<file path="src/hdl/sdram_timer.sv">
module sdram_timer (
  input  logic       clk,
  input  logic       reset,
  input  logic       load,
  input  logic [7:0] value,
  output logic       done
);

  logic [7:0] count;

  // Done marks the cycle the count lands on zero.
  always_ff @(posedge clk) begin
    if (reset) begin
      count <= 8'd0;
      done  <= 1'b0;
    end else if (load) begin
      count <= value;
      done  <= (value == 8'd0);
    end else if (count != 8'd0) begin
      count <= count - 8'd1;
      done  <= (count == 8'd1);
    end else begin
      done <= 1'b0;
    end
  end

endmodule

</file>
<file path="config.mk">
export PLATFORM = sky130hd
export DESIGN_NAME = sdram_timer
export DESIGN_NICKNAME = d
export VERILOG_FILES = /design/src/hdl/sdram_timer.sv
export SDC_FILE = /design/constraint.sdc
export NUM_CORES = 1
export LEC_CHECK = 0
export ABC_AREA = 1
export BUFFER_PORTS_ARGS = -buffer_cell sky130_fd_sc_hd__buf_2
export CORE_MARGIN = 2
export CORE_UTILIZATION = 40
export CTS_BUF_LIST = sky130_fd_sc_hd__clkbuf_8
export DETAILED_ROUTE_END_ITERATION = 16
export SKIP_CTS_REPAIR_TIMING = 1
export SLEW_MARGIN = 40
export SYNTH_ARGS = -nofsm -noshare
export SYNTH_HDL_FRONTEND = slang
export SYNTH_SLANG_ARGS = --single-unit
</file>
<file path="constraint.sdc">
create_clock -name clk -period 2.6 [get_ports clk]
set_input_delay 0 -clock clk [delete_from_list [all_inputs] [get_ports clk]]
set_output_delay 0 -clock clk [all_outputs]
set_load 0.02 [all_outputs]
</file>
**Word-level counts from Yosys, hierarchy flattened**

Index checks and enable logic that the tools add are counted.

- Output and inout port bits: 1
- Register bits after elaboration: 9
- Word-level logic and storage cells: 11

- Reduce and logical (&&, ||, !) cells: 3
- Add/subtract/negate cells: 1
- Eq/ne operators: 1
- Multiplexer cells: 4

Operators by type and width:

| operator | number |
|---|---|
| 8-bit 2-to-1 mux | 2 |
| 8-bit by 1-bit == test with 1-bit output (second input constant) | 1 |
| 8-bit zero test | 1 |
| 8-bit nonzero test | 1 |
| 8-bit by 1-bit subtractor with 8-bit output (second input constant) | 1 |
| 1-bit 2-to-1 mux | 2 |
| 2-bit nonzero test | 1 |

**Longest topological paths before layout**

- Depth in word-level cells: 3
- Mapped depth: 7
- Depth with buffers taken out: 7

**Worst setup path after synthesis**

OpenSTA, ideal clock, no wires.

- Path kind: reg-to-reg
- Start: register count[0]
- End: register count[0]
- Library setup time: 0.118 ns
- Period minus slack after synthesis: 1.155 ns
- Buffers on the path: 0
- Arrival time: 1.037 ns
- Cell stages (with the launch flop): 7
- Slack: 1.445 ns
- Cells stage by stage: dfxtp_1 inv_1 ha_1 nand2_4 nor2_8 a21oi_1 a21boi_1

- Cells in the longest elaborated chain, start to end: 3

RTL lines:

| element | RTL line | source |
|---|---|---|
| start, declared | 9 | `logic [7:0] count;` |
| start signal, assigned | 17 | `count <= value;` |
| start signal, assigned | 20 | `count <= count - 8'd1;` |
| 8-bit by 1-bit subtractor with 8-bit output | 20 |  |
| 8-bit 2-to-1 mux | 19 | `end else if (count != 8'd0) begin` |
| 8-bit 2-to-1 mux | 16 | `end else if (load) begin` |

Several ways; a longest one is shown, not always the timed one. The select of a mux whose other input is x is not followed.
A chain may end at the register's enable or synchronous reset.

**Worst setup path after layout**

- Start: register count[0]
- End: register count[4]

Same word-level chain as after synthesis.

==> results.json <==
{
  "status": "finished clean",
  "finalWeightedCongestion": 0.837,
  "ys_types": 23,
  "ys_ff_latch": 9,
  "end_kind": "register",
  "antenna_found_initial": 0,
  "synthCells": 83,
  "place_hpwl_um": 1000,
  "cts.reportedPaths.clkPinSlew_ns": 0.05,
  "grt_pass1_vias": 517,
  "multiInputGateArea_um2": 384,
  "port_buffers": 11,
  "antenna_cells": 0,
  "drv_cap": 0,
  "p_per_area_nw_per_um2": 673,
  "die_area_um2": 1820,
  "r2r-start": "count[0]",
  "area_growth_pct": 18.2,
  "grtUsageTotal": 0.167,
  "fin_nets": 111,
  "syn_area_per_cell_um2": 7.19,
  "fillCellCount": 138,
  "grt_pass1_wl_um": 2290,
  "final_antenna_net_count": 0,
  "rows": 13,
  "ys_seq_area_frac": 0.302,
  "io_pins": 12,
  "slew_headroom": 0.848,
  "yosys_warnings": 0,
  "tightest_slew_ns": 0.228,
  "start_util": 0.442,
  "ys_top_cells_by_area": "dfxtp_1 (30%), nand2_1 (11%), a21oi_1 (7.5%)",
  "layout-drive-gt1-share": 0.250,
  "drt_wl_total_um": 1280,
  "finalClockSkew_ns": 0.00218,
  "startpoint": "count[0]",
  "vias_per_cell": 5.40,
  "rsz0062_at_grt": "false",
  "crit_type": "reg -> reg",
  "cts_max_level": 1,
  "grt-ovfl-total": 0,
  "hold_start": "value[2]",
  "required_ns": 2.76,
  "fin_ws_ns": 1.31,
  "preCtsSetupSlack_ns": 1.33,
  "hold_viol": 0,
  "max_freq_ghz": 0.775,
  "wire_per_inst_um": 11.5,
  "syn_nets": 97,
  "layoutNonFillerInstCount": 111,
  "setup_tns_ns": 0,
  "dieWidth_um": 42.6,
  "min_period_ns": 1.29,
  "placedCellCount": 107,
  "vdd_drop_max_v": 0.000503,
  "drc": 0,
  "first_iter_violations": 17,
  "cts.sink_count": 9,
  "synth_top_area_cell": "dfxtp_1",
  "worstPathArrival_ns": 1.45,
  "ff_latch_area_um2": 180,
  "cts_tree": "yes",
  "cts.path.max_buffers": 2,
  "period_share": 0.496,
  "slew_violations": 0,
  "leakagePower_nw": 0.326,
  "synth_area_um2": 597,
  "first_pass_iters": 4,
  "hold_path.class": "in -> reg",
  "clock_latency_ns": 0.23,
  "cts_buffers": 3,
  "core_area_um2": 1350,
  "total_power_uw": 475,
  "clockRootBuffer": "clkbuf_8",
  "dr_total_vias": 599,
  "synth_top_area_share": 0.302,
  "grt_max_degree": 12,
  "cp_max_fo": 5,
  "die_h_um": 42.6,
  "crit_path_start_kind": "register",
  "setup_viol": 0
}
## layer usage
layer  track usage  up-vias  routed length, um  part of all wire
li1              -      299                  -                 -
met1         0.218      280                618              0.48
met2         0.267       16                601              0.47
met3        0.0259        4                 44             0.034
met4        0.0750        0                 18             0.014
met5             0        -                  0                 0
## logic make-up after synthesis
group                    share of synthesized area
adder cells (fa/ha/maj)                     0.0629
XOR/XNOR                                    0.0440
flip-flops                                   0.302
buffers and inverters                       0.0545
AND/OR/NAND/NOR                              0.417
AO/OA/AOI/OAI                                0.119
## through the flow
stage           util  cell area (um2)  hold WS [ns]
2_1_floorplan      -              597         0.149
3_3_place_gp   0.489              661         0.269
3_5_place_dp   0.489              661         0.273
4_1_cts        0.523              706        0.0319
5_1_grt        0.523              706        0.0341
6_report       0.523              706        0.0357
## registers in the layout, indices dropped and copies added, names as in the netlist
signal and flops:
done 1, count 8
## worst max-delay path, stage by stage (launching register included)
cell     delay, ns
dfxtp_1       0.33
inv_1         0.15
ha_1          0.28
nand2_1       0.09
xnor2_1       0.17
nand2_1       0.07
a21oi_1       0.12
## path summary, 6_finish.rpt
check | endpoint | slack (ns) | cells after the start
hold reg to reg | count[1] | 0.51 | 2
hold / removal | count[2] | 0.04 | 3
setup reg to reg | count[4] | 1.31 | 6
setup / recovery | count[4] | 1.31 | 6
## synthesized netlist by cell type
master and number:
a21boi_1 1, a21oi_1 9, a21oi_2 1, buf_2 1
clkbuf_2 1, dfxtp_1 9, ha_1 3, inv_1 6
nand2_1 18, nand2_2 2, nand2_4 1, nand3_1 5
nand3_2 1, nand4_1 4, nor2_1 10, nor2_2 2
nor2_4 2, nor2_8 1, nor3_1 1, o21ai_0 1
o21ai_1 1, xnor2_1 2, xor2_1 1
## layout make-up
cell class | count | share of cell area
tap | 15 | 0.0266
clock buffer | 3 | 0.0585
sequential | 9 | 0.255
inverter | 6 | 0.0319
timing repair buffer | 11 | 0.0780
multi-input combinational | 66 | 0.544
clock inverter | 1 | 0.00532
## cell usage in the layout (no fill, tap or decap), drive strengths merged
cell type  instances
ha                 3
buf               11
a21boi             1
nor3               1
clkbuf             3
nand3              6
nand2             21
a21oi             10
nor2              15
nand4              4
inv                7
dfxtp              9
xor2               1
o21ai              2
xnor2              2
## power breakdown
group	internal, mW	total, mW	switching, mW
clock	0.103	0.158	0.0554
combinational	0.0578	0.147	0.0888
sequential	0.153	0.170	0.0169
total	0.314	0.475	0.161
Power figures use the tool's default switching activity.
