## config.mk

```make
export PLATFORM = sky130hd
export DESIGN_NAME = sdram_cmd_fsm
export DESIGN_NICKNAME = d
export VERILOG_FILES = /design/src/hdl/sdram_pkg.sv /design/src/hdl/sdram_cmd_fsm.sv
export SDC_FILE = /design/constraint.sdc
export NUM_CORES = 1
export LEC_CHECK = 0
export ABC_AREA = 1
export BUFFER_PORTS_ARGS = -buffer_cell sky130_fd_sc_hd__buf_2
export CAP_MARGIN = 20
export CELL_PAD_IN_SITES_DETAIL_PLACEMENT = 1
export CELL_PAD_IN_SITES_GLOBAL_PLACEMENT = 1
export CORE_MARGIN = 1
export CORE_UTILIZATION = 25
export DETAILED_ROUTE_END_ITERATION = 8
export HOLD_SLACK_MARGIN = 0.08
export PLACE_DENSITY = 0.65
export REMOVE_ABC_BUFFERS = 1
export SYNTH_ARGS = -nofsm -noshare
export SYNTH_HDL_FRONTEND = slang
export SYNTH_SLANG_ARGS = --single-unit
```

## constraint.sdc

```tcl
create_clock -name clk -period 1.68 [get_ports clk]
set_input_delay 0.252 -clock clk [delete_from_list [all_inputs] [get_ports clk]]
set_output_delay 0.252 -clock clk [all_outputs]
set_load 0.01 [all_outputs]
```

## src/hdl/sdram_pkg.sv

```systemverilog
package sdram_pkg;

  typedef logic [15:0] data_t;

  // A set bit keeps the stored byte.
  typedef logic [1:0] mask_t;

  // Encoded as the {ras, cas, we} pin pattern, all active low.
  typedef enum logic [2:0] {
    cmd_load_mode  = 3'b000,
    cmd_active     = 3'b011,
    cmd_read       = 3'b101,
    cmd_write      = 3'b100,
    cmd_burst_stop = 3'b110,
    cmd_nop        = 3'b111
  } sdram_cmd_t;

  typedef enum logic [2:0] {
    st_init_wait,
    st_load_mode,
    st_idle,
    st_activate,
    st_trcd,
    st_read,
    st_write,
    st_burst
  } ctrl_state_t;

  // Burst length field of the mode register.
  typedef enum logic [2:0] {
    bl_1 = 3'd0,
    bl_2 = 3'd1,
    bl_4 = 3'd2,
    bl_8 = 3'd3
  } burst_code_t;

  function automatic int unsigned beat_count(burst_code_t code);
    return 1 << code;
  endfunction

endpackage

```

## src/hdl/sdram_cmd_fsm.sv

```systemverilog
module sdram_cmd_fsm #(
  parameter sdram_pkg::burst_code_t burst_code = sdram_pkg::bl_4,
  parameter int cas_latency = 2,
  parameter int trcd_cycles = 2,
  parameter int init_cycles = 20
) (
  input  logic                  clk,
  input  logic                  reset,
  input  logic                  req,
  input  logic                  req_write,
  input  logic [1:0]            req_bank,
  input  logic [12:0]           req_row,
  input  logic [8:0]            req_col,
  input  logic                  timer_done,
  output logic                  ready,
  output logic                  busy,
  output logic                  wdata_take,
  output sdram_pkg::sdram_cmd_t cmd,
  output logic [12:0]           addr,
  output logic [1:0]            ba,
  output logic                  cs,
  output logic                  timer_load,
  output logic [7:0]            timer_value,
  output logic                  beat_wr,
  output logic                  read_start
);

  localparam int unsigned beats = sdram_pkg::beat_count(burst_code);
  localparam logic [7:0] init_wait = 8'(init_cycles);
  // Needs trcd_cycles of at least 2.
  localparam logic [7:0] trcd_wait = 8'(trcd_cycles - 1);
  localparam logic [7:0] wr_wait = 8'(beats - 1);
  localparam logic [7:0] rd_wait = 8'(cas_latency + beats + 1);
  localparam logic [12:0] mode_word = {6'd0, 3'(cas_latency), 1'b0, burst_code};

  sdram_pkg::ctrl_state_t state;
  logic                   init_start;
  logic                   write_q;
  logic [8:0]             col_q;
  logic                   take;

  assign wdata_take = take;
  assign beat_wr    = take;

  always_comb begin
    timer_load  = 1'b0;
    timer_value = init_wait;
    if (init_start) begin
      timer_load = 1'b1;
    end else if (state == sdram_pkg::st_idle && req) begin
      timer_load  = 1'b1;
      timer_value = trcd_wait;
    end else if (state == sdram_pkg::st_trcd && timer_done) begin
      timer_load  = 1'b1;
      timer_value = write_q ? wr_wait : rd_wait;
    end
  end

  always_ff @(posedge clk) begin
    if (reset) begin
      state      <= sdram_pkg::st_init_wait;
      init_start <= 1'b1;
      ready      <= 1'b0;
      busy       <= 1'b0;
      take       <= 1'b0;
      read_start <= 1'b0;
      cmd        <= sdram_pkg::cmd_nop;
      cs         <= 1'b1;
    end else begin
      init_start <= 1'b0;
      cmd        <= sdram_pkg::cmd_nop;
      cs         <= 1'b1;
      read_start <= 1'b0;
      case (state)
        sdram_pkg::st_init_wait: begin
          if (timer_done) begin
            cmd   <= sdram_pkg::cmd_load_mode;
            cs    <= 1'b0;
            addr  <= mode_word;
            state <= sdram_pkg::st_load_mode;
          end
        end
        sdram_pkg::st_load_mode: begin
          ready <= 1'b1;
          state <= sdram_pkg::st_idle;
        end
        sdram_pkg::st_idle: begin
          if (req) begin
            busy    <= 1'b1;
            cmd     <= sdram_pkg::cmd_active;
            cs      <= 1'b0;
            addr    <= req_row;
            ba      <= req_bank;
            write_q <= req_write;
            col_q   <= req_col;
            state   <= sdram_pkg::st_activate;
          end
        end
        sdram_pkg::st_activate: state <= sdram_pkg::st_trcd;
        sdram_pkg::st_trcd: begin
          if (timer_done) begin
            // First take leads the write command by one cycle.
            take  <= write_q;
            state <= write_q ? sdram_pkg::st_write : sdram_pkg::st_read;
          end
        end
        sdram_pkg::st_read: begin
          cmd        <= sdram_pkg::cmd_read;
          cs         <= 1'b0;
          addr       <= {4'd0, col_q};
          read_start <= 1'b1;
          state      <= sdram_pkg::st_burst;
        end
        sdram_pkg::st_write: begin
          cmd   <= sdram_pkg::cmd_write;
          cs    <= 1'b0;
          addr  <= {4'd0, col_q};
          state <= sdram_pkg::st_burst;
          if (timer_done) begin
            take <= 1'b0;
          end
        end
        sdram_pkg::st_burst: begin
          if (timer_done) begin
            take <= 1'b0;
          end
          // Writes end a cycle after the last take.
          if (write_q ? !take : timer_done) begin
            busy  <= 1'b0;
            state <= sdram_pkg::st_idle;
          end
        end
        default: state <= sdram_pkg::st_idle;
      endcase
    end
  end

endmodule

```

# Yosys cells after proc, flatten, opt, wreduce, memory -nomap -nowiden
# Index checks and enable logic that the tools add are counted.
word_totals:
  mem_bits_ro: 0
  memories: 0
  out_inout_bits: 33
  ram_bits: 0
  latch_bits: 0
  reg_bits: 37
op_classes:
  eq_ne: 12
  n_bitwise: 1
  order_cmp: 0
  mul: 0
  div: 0
  addsub: 0
  shifts: 0
  muxes: 31
  n_reduce_logical: 14
op_table:
  columns: ["cell", "count"]
  rows:
  - ["$pmux 13 s3", 1]
  - ["$mux 13", 2]
  - ["$mux 3", 7]
  - ["$pmux 3 s7", 1]
  - ["$mux 5", 3]
  - ["$eq 3x3->1 const B", 4]
  - ["$mux 1", 12]
  - ["$pmux 3 s4", 1]
  - ["$reduce_and 3->1", 3]
  - ["$ne 2x2->1 const B", 4]
  - ["$reduce_and 4->1", 2]
  - ["$eq 3x2->1 const B", 2]
  - ["$pmux 1 s2", 2]
  - ["$reduce_bool 2->1", 2]
  - ["$reduce_or 2->1", 2]
  - ["$eq 3x1->1 const B", 1]
  - ["$logic_not 3->1", 1]
  - ["$pmux 1 s3", 1]
  - ["$reduce_bool 3->1", 1]
  - ["$logic_and 1x1->1", 2]
  - ["$mux 2", 1]
  - ["$ne 2x1->1 const B", 1]
  - ["$logic_not 1->1", 1]
  - ["$not 1->1", 1]

# Depth between registers and ports, before layout
logic_depth:
  depth_word: 5
  mapped_depth: 9
  ltp_nobuf: 8

# Least setup slack after synthesis
# Ideal clock, no wire load.
synth_timing:
  kind: "register to register"
  startpoint: "reg state[2]"
  endpoint: "reg ba[0] (enable)"
  path_stages_with_launch: 7
  setup_time_ps: 381
  slack_ps: -70
  t_arrival_ps: 1369
  period_less_slack_ps: 1750
  path_cell_list: "dfxtp_1 buf_6 inv_4 nand3_4 nor2_4 inv_2 nor2_1"
synth_via:
  elab_chain_cells: 2
synth_lines:
  columns: ["item", "line_no", "source"]
  rows:
  - ["from (decl)", "sdram_cmd_fsm.sv:36", "sdram_pkg::ctrl_state_t state;"]
  - ["from (signal assigned)", "sdram_cmd_fsm.sv:61", "state <= sdram_pkg::st_init_wait;"]
  - ["from (signal assigned)", "sdram_cmd_fsm.sv:80", "state <= sdram_pkg::st_load_mode;"]
  - ["from (signal assigned)", "sdram_cmd_fsm.sv:85", "state <= sdram_pkg::st_idle;"]
  - ["$eq 3x2->1", "sdram_cmd_fsm.sv:74", "case (state)"]
  - ["$reduce_and 3->1 (no source line)", null, null]
  - ["to (signal assigned)", "sdram_cmd_fsm.sv:93", "ba <= req_bank;"]
  - ["to (decl)", "sdram_cmd_fsm.sv:20", "output logic [1:0] ba,"]
# No other way between the ends.
# A chain may end at the register's enable or synchronous reset.

# Worst setup path after layout
layout_timing:
  startpoint: "reg state[1]"
  endpoint: "out timer_value[2]"
layout_via:
  elab_chain_cells: 5
  elab_cells_between_ends: 7
layout_lines:
  columns: ["item", "line_no", "source"]
  rows:
  - ["$eq 3x3->1", "sdram_cmd_fsm.sv:53", "end else if (state == sdram_pkg::st_trcd && timer_done) begin"]
  - ["$logic_and 1x1->1", "sdram_cmd_fsm.sv:53", null]
  - ["$mux 5", "sdram_cmd_fsm.sv:53", null]
  - ["$mux 5 (*)", "sdram_cmd_fsm.sv:50", "end else if (state == sdram_pkg::st_idle && req) begin"]
  - ["$mux 5 (*)", "sdram_cmd_fsm.sv:48", "if (init_start) begin"]
  - ["to (decl)", "sdram_cmd_fsm.sv:23", "output logic [7:0] timer_value,"]
# Every way passes the cells marked *; elsewhere a longest branch is shown, timed or not.

==> results.md <==
* Share of layout cells above drive strength 1 at 0.505
* M1 wire length at 1.49 mm
* Hold WC Path Type: in2reg
* Post-synthesis adder-cell area fraction at 0
* Met3 WL at 220 microns
* Sequential element share of the synthesized area at 0.630
* Outcome: finished, final reports clean
* CP Capture Type: output port
* Synth area leader: edfxtp_1
* Vias per inst at 4.09
* Top Ports at 62
* Top-count cell post-synth: edfxtp_1
* Clock latency at the later pin of the worst-skew pair at 280 ps
* Path depth of the worst reg2reg path at 7
* Max Cap Viol at 0
* Critical path class: reg2out
* NumNets Final at 238
* Initial antenna violation count at 0
* Input/output buffers at 57
* Clock-pin slew on the worst setup and hold paths at 80 ps
* P&R area growth vs syn at 35.4%
* Synth Flop Type: edfxtp_1
* Final Routed Wirelength at 3.36 mm
* Num Clock Sinks at 37
* Pre-CTS setup slack at 121 ps
* DRC at 0
* Comb pwr share at 0.310
* Worst-path fanout max at 6
* Min Clock Period, post-route at 1650 ps
* CTS Hold Bufs at 0
* Slew Limit Fails at 0
* Post-synthesis mux area share at 0
* Syn Inst Count at 138
* Starting Density at 0.263
* #FFs+latches synth at 37
* Largest net degree at the start of global routing at 16
* Startpoint Class: register
* Drt first pass iters at 4
* Mapped cell area at 1570 sq um
* Core box area at 5990 sq um
* N_diodes at 0
* Final Worst Setup Slack at 27.4 ps
* Top post-synthesis cells by count: edfxtp_1 (25), nand2_1 (17), nor2_1 (16)
* Vias at 1,166
* Compound-cell area share of the yosys netlist at 0.0835
* Routed Antenna Nets at 0
* CP arrival at 1400 ps
* Final Cycle Share at 0.984
* Syn. warnings at 0
* Sequential share of power at 0.439
* GRT Total Usage at 0.106
* Simple-gate share of the synthesized area at 0.199
* Synth top area share at 0.477
* GRT overflow at 0
* Net switching power at 924 uW
* Internal at 2.04 mW
* RSZ-0062 raised after global routing: true
* Chip Width at 81.3 microns
* Power Total at 2.96 mW
* Power per cell area at 1390 nW/um^2
* Chip Height at 81.3 microns
* Ys async rst share at 0
* Setup violators final at 0
* Clk pwr share at 0.250
* Routed met2 length at 1.62 mm
* # rows at 28
* GPL Wtd Cong at 0.777
* DR iter-0 viols at 27
* Fin Setup TNS at 0 ps
* Xor and xnor area share after synthesis at 0
* Synth cell types at 25
* Post-synth EDFFs at 25
* Syn_area_per_cell at 11.4 sq um
* TritonCTS Buffers at 5
* DP HPWL at 2.56 mm
* First-pass GRT wire length at 5.18 mm
* Largest family of logic cells by synthesized area: simple AND/OR/NAND/NOR gates
* Max Freq at 605 MHz
* Clock Path Buffers at 2
* Worst VDD drop at 0.000484 V
* Hold path depth at 1
* WP data required at 1430 ps
* Pleak at 0.929 nW
* Skew final at 8.36 ps
* CTS H-Tree Depth at 2
* Final Hold Fails at 0
* CTS Root Cell: clkbuf_8
* Switching share of power at 0.312
* Die area at 6610 sq um
* Drt wl/cell at 11.8 microns
* CTS tree: done
* Vias in the first global route at 1,127
* Top routing layer in use: met4
* Top post-synthesis cells by area: edfxtp_1 (48%), dfxtp_1 (15%), nand2_1 (4.1%), a22o_1 (3.9%), nor2_1 (3.8%)
critical path, stage by stage (launching register included):
cell     delay, ps
dfxtp_4        380
nor2_4         120
inv_2           50
nor2_4         110
nand2_4         70
a21oi_4        160
o21ai_2         60
buf_2          140
placed cells by master (no fill, tap or decap):
master / n
buf_2: 57
edfxtp_1: 25
nand2_1: 17
nor2_1: 16
buf_4: 10
inv_2: 9
inv_1: 9
dfxtp_1: 9
nand3_1: 7
a22o_1: 7
nor2_4: 5
clkbuf_8: 5
conb_1: 4
nand2_2: 3
nor2_2: 3
a21oi_1: 3
dfxtp_4: 3
nand3_2: 2
nand3b_1: 2
o21ai_0: 2
inv_4: 1
nand3_4: 1
nand2_4: 1
a21oi_4: 1
a22oi_2: 1
o21ai_2: 1
o21a_1: 1
nand4_1: 1
bufinv_16: 1
clkinvlp_4: 1
clkinv_1: 1
buf_12: 1
final timing paths:
| check | startpoint | to | slack, ps |
|---|---|---|---|
| worst min register to register | ready | ready | 470 |
| worst max register to register | state[1] | addr[6] | 190 |
| worst min-delay path | req_col[3] | col_q[3] | 140 |
| worst max-delay path | state[1] | timer_value[2] | 30 |
area by class of cell:
| cell class | count | area (sq um) |
|---|---|---|
| Tap cell | 75 | 93.8 |
| Timing Repair Buffer | 68 | 380 |
| Inverter | 19 | 73.8 |
| Sequential cell | 37 | 1000 |
| Fill cell | 711 | 3860 |
| Multi-Input combinational cell | 78 | 469 |
| Clock buffer | 5 | 68.8 |
| Clock inverter | 3 | 41.3 |
power by group through the flow:
stage	combinational, mW	clock (mW)	sequential (mW)
floorplan	0.453	0	1.38
global placement	0.835	0	1.31
detailed placement	0.847	0	1.31
CTS	0.906	0.763	1.30
global route	1.03	0.801	1.32
finish	0.919	0.742	1.30
registers in the layout, indices dropped and copies added, names as in the netlist, 2 cells and up:
signal  flops
addr       13
ba          2
cmd         3
col_q       9
state       3
layer usage:
layer | vias to the layer above | track usage
met3 | 5 | 0.0281
li1 | 591 | -
met4 | 0 | 0.0375
met1 | 529 | 0.140
met2 | 41 | 0.168
met5 | - | 0
metrics by stage:
stage	instances	instance area, sq um	hold slack (ps)	util
floorplan	134	1520	280	-
global placement	269	1940	429	0.324
detailed placement	269	1940	430	0.324
CTS	282	2100	132	0.351
global route	285	2130	131	0.355
finish	285	2130	139	0.355
cell families (layout without fill, tap and decap cells):
kind of cell,count (synthesis),in the layout
other,1,4
buffers and inverters,26,95
DFF,37,37
AOI/OAI and AO/OA,16,16
and+or+nand+nor,58,58
repair_timing:
item                                    CTS  global route
endpoints found under the setup margin    4             3
cloned                                    0             0
gates resized for setup                   7             1
setup buffers                             5             3
hold endpoints to repair                  0             0
pin swaps                                 4             1
Note: power is estimated with default switching activity, not from simulation.
