## src/hdl/sdram_pkg.sv

```systemverilog
package sdram_pkg;

  typedef logic [15:0] data_t;

  // A set bit keeps the stored byte.
  typedef logic [1:0] mask_t;

  // Encoded as the {ras, cas, we} pin pattern, all active low.
  typedef enum logic [2:0] {
    cmd_load_mode  = 3'b000,
    cmd_active     = 3'b011,
    cmd_read       = 3'b101,
    cmd_write      = 3'b100,
    cmd_burst_stop = 3'b110,
    cmd_nop        = 3'b111
  } sdram_cmd_t;

  typedef enum logic [2:0] {
    st_init_wait,
    st_load_mode,
    st_idle,
    st_activate,
    st_trcd,
    st_read,
    st_write,
    st_burst
  } ctrl_state_t;

  // Burst length field of the mode register.
  typedef enum logic [2:0] {
    bl_1 = 3'd0,
    bl_2 = 3'd1,
    bl_4 = 3'd2,
    bl_8 = 3'd3
  } burst_code_t;

  function automatic int unsigned beat_count(burst_code_t code);
    return 1 << code;
  endfunction

endpackage

```

## src/hdl/sdram_rd_capture.sv

```systemverilog
module sdram_rd_capture #(
  parameter int cas_latency = 2,
  parameter sdram_pkg::burst_code_t burst_code = sdram_pkg::bl_4
) (
  input  logic             clk,
  input  logic             reset,
  input  logic             read_start,
  input  sdram_pkg::data_t dq,
  output sdram_pkg::data_t rdata,
  output logic             rdata_valid
);

  localparam int unsigned beats = sdram_pkg::beat_count(burst_code);

  logic [cas_latency-1:0] lat_sr;
  logic [3:0]             beats_left;
  logic                   capture;

  // Top tap lines up with the first beat on dq.
  assign capture = lat_sr[cas_latency-1] || beats_left != 4'd0;

  always_ff @(posedge clk) begin
    if (reset) begin
      lat_sr      <= '0;
      beats_left  <= 4'd0;
      rdata_valid <= 1'b0;
    end else begin
      lat_sr      <= {lat_sr[cas_latency-2:0], read_start};
      rdata_valid <= capture;
      if (lat_sr[cas_latency-1]) begin
        beats_left <= 4'(beats - 1);
      end else if (beats_left != 4'd0) begin
        beats_left <= beats_left - 4'd1;
      end
    end
  end

  always_ff @(posedge clk) begin
    if (capture) begin
      rdata <= dq;
    end
  end

endmodule

```

## config.mk

```make
export PLATFORM = sky130hd
export DESIGN_NAME = sdram_rd_capture
export DESIGN_NICKNAME = d
export VERILOG_FILES = /design/src/hdl/sdram_pkg.sv /design/src/hdl/sdram_rd_capture.sv
export SDC_FILE = /design/constraint.sdc
export NUM_CORES = 1
export LEC_CHECK = 0
export ABC_AREA = 1
export BUFFER_PORTS_ARGS = -buffer_cell sky130_fd_sc_hd__clkbuf_2
export CORE_MARGIN = 2
export CORE_UTILIZATION = 44
export CTS_CLUSTER_DIAMETER = 40
export DETAILED_ROUTE_END_ITERATION = 10
export PLACE_DENSITY = 0.85
export SLEW_MARGIN = 25
export SYNTH_ARGS = -nofsm -noshare
export SYNTH_HDL_FRONTEND = slang
export SYNTH_SLANG_ARGS = --single-unit
```

## constraint.sdc

```tcl
create_clock -name clk -period 1.9 [get_ports clk]
set_input_delay 0.38 -clock clk [delete_from_list [all_inputs] [get_ports clk]]
set_output_delay 0.38 -clock clk [all_outputs]
set_load 0.01 [all_outputs]
```

# After elaboration in Yosys (flattened, before gate mapping)

Index checks and enable logic that the tools add are counted.

Register bits after elaboration: 23
Bits of input ports: 19
Logic and storage cells: 12
Output and inout port bits: 17

Mux-type cells: 2
Add/subtract/negate cells: 1
Reduce and logical (&&, ||, !) cells: 4

Operator list:

| operator                                         | count |
|---|---|
| 2-to-1 mux 2 bit                                 | 2 |
| nonzero test 4 bit                               | 1 |
| subtractor 4 x 1 -> 4 bit, second input constant | 1 |
| nonzero test 2 bit                               | 1 |
| OR reduction 2 bit                               | 1 |
| logical OR 1 bit                                 | 1 |

# Longest topological paths before layout

Gate-level depths: netlist of the first run.

Depth in word-level cells: 3
Mapped depth: 6
Gate-level depth less buffers: 6

# Worst setup path after synthesis of the first run

Ideal clock, no wire load.

Path type: register to register
From: register beats_left[0]
To: register rdata[0] (enable)
Data required time: 1.471 ns
Clock period less this slack: 1.447 ns
Cell stages (with the launch flop): 4
Path slack: 0.453 ns
Path buffers: 0
Setup time: 0.429 ns
Arrival time: 1.018 ns
Cell sequence: dfxtp_1 -> inv_1 -> ha_1 -> nand3_1

Word-level cells in the longest chain between the ends: 2

RTL lines:

| element                | line                   | source |
|---|---|---|
| start, declared        | sdram_rd_capture.sv:16 | `logic [3:0] beats_left;` |
| start signal, assigned | sdram_rd_capture.sv:31 | `beats_left <= 4'(beats - 1);` |
| start signal, assigned | sdram_rd_capture.sv:33 | `beats_left <= beats_left - 4'd1;` |
| nonzero test 4 bit     | sdram_rd_capture.sv:20 | `assign capture = lat_sr[cas_latency-1] \|\| beats_left != 4'd0;` |
| logical OR 1 bit       | sdram_rd_capture.sv:20 |  |
| net capture            | sdram_rd_capture.sv:17 | `logic capture;` |
| end signal, assigned   | sdram_rd_capture.sv:40 | `rdata <= dq;` |
| end, declared          | sdram_rd_capture.sv:9  | `output sdram_pkg::data_t rdata,` |

The timed path passes the listed nets, and every way through them passes these cells.
A chain may end at the register's enable or synchronous reset.

# Worst setup path in the final report of the first run

From: register beats_left[0]
To: register rdata[15] (enable)

The elaborated chain is that of the path after synthesis.

==> out/metrics.cfg, run 1 <==
[die]
core_um2 = 1710
start_util_pct = 45.9
die-area_um2 = 2140
io_pins = 36
die_h_um = 46.2
fp.dieW_um = 46.2
rows = 15

[yosys]
postSynthCellCount = 57
synth_area_leader_cell = edfxtp_1
synth_enable_flop_cells = 16
synth_area_per_cell_um2 = 13.8
synthFlopType = edfxtp_1
yosysMostFrequentCell = edfxtp_1
ys_seq_area_share_pct = 79.1
ys_top_cells_by_area = edfxtp_1, dfxtp_1, inv_1, nor2_1, ha_1
netlist_top_cells_count = edfxtp_1, inv_1, dfxtp_1, nor2_1, nand2_1
synth_seq_cells = 23
yosysUniqueCellTypes = 11
yosysTopAreaCellShare_pct = 61.2
ys_warn_count = 0
synth_nets = 78
synth_area_um2 = 785
synthArstFlopShare_pct = 0

[power]
p_clk_share_pct = 12.3
netSwitchingPower_mw = 0.547
combinationalPowerShare_pct = 35.5
peakVddDrop_mv = 0.589
p_total_mw = 1.64
p_leak_nw = 0.489
internal_power_mw = 1.10
powerDensity_nw_per_um2 = 1600
seqPwrFrac_pct = 52.2
switching_share_pct = 33.3

[drt]
top_layer = met4
dr_total_vias = 528
dr.pass1.iters = 3
wl_per_cell_um = 9.93
wl_met1_um = 503
viasPerCell = 4.33
ant_nets = 0
drc = 0
met3_length_um = 93
met2_length_um = 592
first_iter_violations = 6
drt_wl_total_um = 1210

[cts]
cts_root_buf = clkbuf_4
cts_setup_buffers = 0
cts_tree = yes
clkTransAtPathRegs_ns = 0.11
htreeDepth = 1
cts_buffers = 3
cts_resized = 0
clkSinkCount = 23
clk_path_buf_depth = 2
clk_latency_ns = 0.29
postCtsHoldBufs = 0

[worst_setup_path]
worstPathMaxFanout = 18
cp-end-kind = flip-flop
critPathBufInv = 2
r2r_cells = 4
path_cells = inv_1 -> ha_1 -> nand3_1 -> buf_4
crit_cells = 4
cp-start-kind = flip-flop
critPathKind = reg -> reg
cpLargestDelayFamily = flip-flops
cp_slowest_stage_delay_ns = 0.36
rrSetupSlack_ns = 0.60
worstPathArrival_ns = 1.30
cp_slowest_cell = dfxtp_1
critPathRequiredTime_ns = 1.89

[sta]
finalSetupViolations = 0
worst_slew_pin_slew_ns = 0.208
fmax_mhz = 767
rsz0062_at_grt = false
worst_hold_slack_ns = 0.253
hold_viol = 0
fin_crit_sh_pct = 68.6
skew_ns = 0.00503
drv_slew = 0
slew_headroom_pct = 86.2
period_needed_ns = 1.30
finalSetupTns_ns = 0

[global_route]
grt_pass1_vias = 442
grt_max_degree = 19
grt_antenna_before_repair = 0
grt-ovfl-total = 0
grt_pass1_wl_um = 1750
grtUsageTotal_pct = 11.9

[cells_and_area]
finish.utilization_pct = 60.1
area_delta_synth_final_pct = 30.8
finalNonFillerCells = 122
diodes = 0
drive_gt1_share_pct = 42.3
nets = 119

[run_status]
status = finished, final reports clean

[placed_design]
io_buffers = 35
dpl.hpwl_um = 1010
dp.cells = 118
place_congestion = 0.681

[run]
maxCapViolCount = 0

[min_path]
hold_depth = 1
worstHoldPathType = in -> reg

[layout make-up]
class                      count  area, µm²
tap                           25       31.3
clock buffer                   3       22.5
timing repair buffer          36        183
inverter                      10       37.5
fill                         140        682
multi-input combinational     24        126
clock inverter                 1       5.00
sequential                    23        621
[per-stage QoR]
stage	instance area, µm²	worst slack, ns
floorplan	785	0.453
global placement	998	0.647
detailed placement	998	0.608
CTS	1030	0.595
global route	1030	0.526
finish	1030	0.596
[per-layer routing]
metal / vias up / global-route usage, %
met4: 0 / 6.86
met5: - / 0
met1: 230 / 11.9
met2: 29 / 22.2
li1: 267 / -
met3: 2 / 2.35
[worst register-to-register path: stages, from the launching register on]
cell and delay, ns:
dfxtp_1 0.36, inv_1 0.09, ha_1 0.23, nand3_1 0.09, buf_4 0.24
[placed cells by master, fill, tap and decap left out, drive strengths merged, types with 2 or more instances in the layout]
cell | netlist | layout
inv | 10 | 10
nand3 | 4 | 4
ha | 2 | 2
clkbuf | 0 | 38
dfxtp | 7 | 7
nand2 | 6 | 6
nand4 | 2 | 2
edfxtp | 16 | 16
nor2 | 8 | 8
[sequential cells by signal, indices dropped and copies added (netlist names)]
signal / cells
lat_sr: 2
rdata_valid: 1
beats_left: 4
rdata: 16
[logic make-up (layout without fill, tap and decap cells)]
group	after synthesis	count (layout)	share of synthesized area (%)
AOI/OAI and AO/OA	1	1	0.637
buffers and inverters	10	50	4.79
and+or+nand+nor	20	20	11.2
DFF	23	23	79.1
adders and majority gates	2	2	3.19
xor gates and xnor gates	1	1	1.12
[power groups by stage]
stage | combinational [mW] | clock [mW] | sequential, mW
2_1_floorplan | 0.253 | 0 | 0.963
6_report | 0.583 | 0.203 | 0.857
5_1_grt | 0.646 | 0.227 | 0.875
3_3_place_gp | 0.566 | 0 | 0.863
3_5_place_dp | 0.588 | 0 | 0.873
4_1_cts | 0.588 | 0.213 | 0.860
[final timing paths]
kind | start | end
worst min register to register | lat_sr[0]$_SDFF_PP0_ | lat_sr[1]$_SDFF_PP0_
worst min-delay path | dq[0] | rdata[0]$_DFFE_PP_
worst max register to register | beats_left[0]$_SDFFE_PP0P_ | rdata[15]$_DFFE_PP_
worst max-delay path | beats_left[0]$_SDFFE_PP0P_ | rdata[15]$_DFFE_PP_
No activity file was read; power rests on OpenSTA's default activity.
==> run 2: changes to the inputs <==
clock period = 1.2 ns   (was 1.9 ns; I/O delays follow)
==> run 2 against run 1 <==
Against the previous run: clock-buffer cell count grew 1; critical path type unchanged; setup slack lost 0.54 ns; highest routed layer unchanged; largest cell class unchanged; clock power grew 63%; design area grew 4.8%; critical endpoint is now beats_left[2]$_SDFFE_PP0P_; worst hold slack lost 0.14 ns; utilization grew 2.9 points.
==> out/metrics.cfg, run 2 (same netlist as run 1, synthesis figures left out) <==
[cells_and_area]
final_common_cell = clkbuf_2
diodes = 0  ; unchanged
finalNonFillerCells = 124  ; +1.6%
top_register = rdata
finish.utilization_pct = 62.9  ; +2.9 points
largestRegisters = rdata (16), beats_left (4), lat_sr (2)
final_cell_mix = clkbuf_2, edfxtp_1, inv_1
nFillCells = 131  ; -6.4%
nets = 121  ; +1.7%
drive_gt1_share_pct = 44.4  ; +2.2 points
area_delta_synth_final_pct = 37.0
largest_reg_flops = 16  ; unchanged

[global_route]
grt-ovfl-total = 0  ; unchanged
grt_pass1_wl_um = 1860  ; +6.4%
grt_max_degree = 13  ; -6
grt_antenna_before_repair = 0  ; unchanged
grtUsageTotal_pct = 12.7  ; +0.77 points
grt_pass1_vias = 478  ; +8.1%

[sta]
finalSetupTns_ns = 0  ; unchanged
period_needed_ns = 1.14  ; -0.164 ns
slew_headroom_pct = 80.9  ; -5.3 points
fin_crit_sh_pct = 94.9  ; +26 points
fmax_mhz = 878  ; +14%
hold_viol = 0  ; unchanged
finalSetupViolations = 0  ; unchanged
drv_slew = 0  ; unchanged
rsz0062_at_grt = false
skew_ns = 0.00144  ; -0.00359 ns
worst_slew_pin_slew_ns = 0.287  ; +0.0792 ns

[die]
io_pins = 36  ; unchanged
start_util_pct = 45.9  ; unchanged
fp.dieW_um = 46.2  ; unchanged
core_um2 = 1710  ; unchanged
rows = 15  ; unchanged
die_h_um = 46.2  ; unchanged
die-area_um2 = 2140  ; unchanged

[drt]
wl_per_cell_um = 9.69  ; -2.4%
drt_wl_total_um = 1200  ; -0.83%
viasPerCell = 4.40  ; +1.6%
ant_nets = 0  ; unchanged
dr.pass1.iters = 4  ; +1
first_iter_violations = 4  ; -2
drc = 0  ; unchanged
dr_total_vias = 545  ; +3.2%

[worst_setup_path]
cp_slowest_cell = dfxtp_1
cp-end-kind = flip-flop
cpLargestDelayFamily = flip-flops
critPathKind = reg -> reg
critPathRequiredTime_ns = 1.40  ; -0.49 ns
cp-start-kind = flip-flop
cp_slowest_stage_delay_ns = 0.37  ; about the same
critPathBufInv = 2  ; unchanged
path_cells = inv_1 -> buf_4 -> ha_1 -> xnor2_1 -> nor2_1
worstPathArrival_ns = 1.34  ; +0.04 ns
worstPathMaxFanout = 3  ; -15

[placed_design]
io_buffers = 35  ; unchanged
place_congestion = 0.657  ; -3.5%
dp.cells = 119  ; +0.85%
dpl.hpwl_um = 962  ; -4.4%

[cts]
cts_root_buf = clkbuf_4
clkTransAtPathRegs_ns = 0.11  ; about the same
cts_setup_buffers = 0  ; unchanged
cts_tree = yes
postCtsHoldBufs = 0  ; unchanged
clk_latency_ns = 0.29  ; about the same
clkSinkCount = 23  ; unchanged
clk_path_buf_depth = 2  ; unchanged
htreeDepth = 1  ; unchanged
cts_buffers = 3  ; unchanged

[min_path]
worstHoldPathType = in -> reg

[run_status]
status = finished, final reports clean

[power]
p_total_mw = 2.78  ; +69%
p_leak_nw = 0.500  ; +2.4%
powerDensity_nw_per_um2 = 2580  ; +61%
peakVddDrop_mv = 1.05  ; +78%

[run]
maxCapViolCount = 0  ; unchanged

[run 2: cell count changes in the layout (fill, tap and decap cells not counted)]
cell,change
clkbuf_1,+1
buf_4,+1
nand3_4,+2
nand3_1,-1
ha_4,+1
ha_1,-1
clkinv_2,-1
[run 2: final timing paths]
kind,from,end,slack (ns),cells past startpoint
max,beats_left[0]$_SDFFE_PP0P_,beats_left[2]$_SDFFE_PP0P_,0.06,5
min,dq[11],rdata[11]$_DFFE_PP_,0.11,1
max reg2reg,beats_left[0]$_SDFFE_PP0P_,beats_left[2]$_SDFFE_PP0P_,0.06,5
min reg2reg,lat_sr[0]$_SDFF_PP0_,lat_sr[1]$_SDFF_PP0_,0.42,2
[run 2: what timing repair did]
item | CTS | global route
gates cloned | 1 | 0
resized for setup | 2 | 1
pin swaps | 0 | 0
setup endpoints to repair | 17 | 1
[run 2: final cells by class]
type	count	area [µm²]	share of cell area, %
tap	25	31.3	2.91
timing repair buffer	37	190	17.7
clock buffer	4	26.3	2.44
multi-input combinational	25	169	15.7
sequential	23	621	57.7
inverter	10	37.5	3.49
[run 2: power breakdown]
part / leakage [nW] / switching [mW] / total [mW] / internal [mW]
sequential: 0.219 / 0.0939 / 1.35 / 1.25
clock: 0.0150 / 0.200 / 0.330 / 0.129
combinational: 0.266 / 0.650 / 1.10 / 0.449
total: 0.500 / 0.944 / 2.78 / 1.83
[run 2: per-layer routing]
metal / vias to the layer above / wire, µm / global-route usage [%]
met5: - / 0 / 0
met4: 0 / 11 / 8.57
met3: 2 / 90 / 3.53
met2: 30 / 581 / 21.7
li1: 275 / - / -
met1: 238 / 518 / 13.3
[run 2: per-stage QoR]
stage	area [µm²]	hold slack, ns	worst slack, ns
2_1_floorplan	797	0.311	0.0432
3_3_place_gp	1020	0.391	0.0292
3_5_place_dp	1020	0.408	-0.0179
4_1_cts	1060	0.103	0.0647
5_1_grt	1070	0.0944	0.00151
6_report	1070	0.112	0.0607
==> run 3: changes to the inputs <==
CORE_UTILIZATION = 45   (was 44)
PLACE_DENSITY = 0.86   (was 0.85)
clock period = 1.34 ns   (was 1.2 ns; I/O delays follow)
==> run 3 against run 2 <==
Against the previous run: combinational power shrank 17%; setup slack improved by 0.029 ns; first-iteration DRC count rose by 130%; sequential cell count stayed put; global-route usage increased by 1.1 points; clock power down 9.4%; sequential share of layout area is 2.3 points higher; die area decreased by 2.0%; critical path type unchanged; critical endpoint is now rdata[8]$_DFFE_PP_; largest power group unchanged.
==> out/metrics.cfg, run 3 (same netlist as run 1, synthesis figures left out) <==
[drt]
drc = 0  ; unchanged
met3_length_um = 108  ; +20%
wl_per_cell_um = 10.4  ; +7.5%
dr_total_vias = 545  ; unchanged
met2_length_um = 628  ; +8.1%
top_layer = met4
first_iter_violations = 9  ; +5
wl_met1_um = 426  ; -18%
drt_wl_total_um = 1190  ; -1.2%
dr.pass1.iters = 4  ; unchanged
viasPerCell = 4.78  ; +8.8%
ant_nets = 0  ; unchanged

[die]
core_um2 = 1690  ; -1.1%
die_h_um = 45.8  ; -1.0%
io_pins = 36  ; unchanged
die-area_um2 = 2090  ; -2.0%
start_util_pct = 46.4  ; +0.51 points
fp.dieW_um = 45.8  ; -1.0%
rows = 15  ; unchanged

[worst_setup_path]
cp-end-kind = flip-flop
cp_slowest_stage_delay_ns = 0.37  ; about the same
path_cells = inv_1 -> ha_1 -> nand3_2 -> buf_12
cpLargestDelayFamily = flip-flops
cp_slowest_cell = dfxtp_1
critPathBufInv = 2  ; unchanged
critPathRequiredTime_ns = 1.37  ; -0.03 ns
worstPathMaxFanout = 18  ; +15
critPathKind = reg -> reg
worstPathArrival_ns = 1.28  ; -0.06 ns
cp-start-kind = flip-flop

[sta]
fmax_mhz = 800  ; -8.9%
skew_ns = 0.00483  ; +0.00338 ns
worst_slew_pin_slew_ns = 0.165  ; -0.122 ns
slew_headroom_pct = 89.0  ; +8.1 points
finalSetupTns_ns = 0  ; unchanged
drv_slew = 0  ; unchanged
hold_viol = 0  ; unchanged
finalSetupViolations = 0  ; unchanged
period_needed_ns = 1.25  ; +0.111 ns
rsz0062_at_grt = false
fin_crit_sh_pct = 93.3  ; -1.6 points

[cts]
htreeDepth = 1  ; unchanged
clkSinkCount = 23  ; unchanged
cts_tree = yes
clk_latency_ns = 0.30  ; about the same
cts_resized = 0  ; -2
clkTransAtPathRegs_ns = 0.11  ; about the same
cts_buffers = 3  ; unchanged
cts_setup_buffers = 0  ; unchanged
cts_root_buf = clkbuf_4
postCtsHoldBufs = 0  ; unchanged
clk_path_buf_depth = 2  ; unchanged

[run_status]
status = finished, final reports clean

[cells_and_area]
top_register = rdata
largestRegisters = rdata (16), beats_left (4), lat_sr (2)
diodes = 0  ; unchanged
nFillCells = 143  ; +9.2%
area_delta_synth_final_pct = 31.7
final_common_cell = clkbuf_2
final_cell_mix = clkbuf_2, edfxtp_1, inv_1
nets = 119  ; -1.7%
drive_gt1_share_pct = 43.3  ; -1.1 points
finish.utilization_pct = 61.2  ; -1.7 points
largest_reg_flops = 16  ; unchanged

[global_route]
grt_pass1_vias = 468  ; -2.1%
grt_max_degree = 19  ; +6
grt-ovfl-total = 0  ; unchanged
grt_pass1_wl_um = 1880  ; +1.5%
grtUsageTotal_pct = 13.8  ; +1.1 points
grt_antenna_before_repair = 0  ; unchanged

[placed_design]
place_congestion = 0.704  ; +7.1%
io_buffers = 35  ; unchanged
dpl.hpwl_um = 953  ; -0.96%

[min_path]
worstHoldPathType = in -> reg

[run]
maxCapViolCount = 0  ; unchanged

[power]
seqPwrFrac_pct = 50.0  ; +1.5 points
p_clk_share_pct = 12.4  ; +0.5 points
p_leak_nw = 0.496  ; -0.78%
netSwitchingPower_mw = 0.806  ; -15%
powerDensity_nw_per_um2 = 2340  ; -9.4%
internal_power_mw = 1.61  ; -12%
combinationalPowerShare_pct = 37.6  ; -2.0 points
peakVddDrop_mv = 1.01  ; -4.0%
switching_share_pct = 33.3  ; -0.67 points

run 3: metal layers:
layer,up-vias,global-route usage [%]
li1,269,-
met1,244,14.2
met2,27,24.5
met3,5,4.76
met4,0,6.86
met5,-,0
run 3: worst reg2reg max path, stage by stage, from the launching register on:
cell and delay (ns):
dfxtp_1 0.37, inv_1 0.09, ha_1 0.24, nand3_2 0.11, buf_12 0.16
run 3: per-stage QoR:
stage / worst slack, ns / total power [mW] / instances / hold WS (ns) / area [µm²]
global route: 0.0134 / 2.61 / 114 / 0.112 / 1030
CTS: 0.0977 / 2.44 / 114 / 0.125 / 1030
detailed placement: 0.113 / 2.15 / 110 / 0.401 / 1010
finish: 0.0894 / 2.42 / 114 / 0.127 / 1030
global placement: 0.160 / 2.10 / 110 / 0.391 / 1010
floorplan: 0.111 / 1.73 / 57 / 0.339 / 790
run 3: cell type report:
type | count | area, µm² | area share, %
Multi-Input combinational cell | 24 | 131 | 12.7
Clock buffer | 3 | 22.5 | 2.18
Timing Repair Buffer | 36 | 195 | 18.9
Clock inverter | 1 | 5.00 | 0.484
Tap cell | 17 | 21.3 | 2.06
Sequential cell | 23 | 621 | 60.0
Inverter | 10 | 37.5 | 3.63
run 3: path summary, 6_finish.rpt:
kind,from,to,slack [ns],cells after the start
worst min-delay path,reset,lat_sr[0]$_SDFF_PP0_,0.13,2
worst max-delay path,beats_left[0]$_SDFFE_PP0P_,rdata[8]$_DFFE_PP_,0.09,4
worst min register to register,lat_sr[0]$_SDFF_PP0_,lat_sr[1]$_SDFF_PP0_,0.42,2
worst max register to register,beats_left[0]$_SDFFE_PP0P_,rdata[8]$_DFFE_PP_,0.09,4
run 3: power groups by stage:
stage	registers, mW	clock network (mW)	logic (mW)
global placement	1.22	0	0.882
finish	1.21	0.299	0.910
CTS	1.22	0.309	0.918
global route	1.24	0.334	1.03
detailed placement	1.23	0	0.916
floorplan	1.36	0	0.372
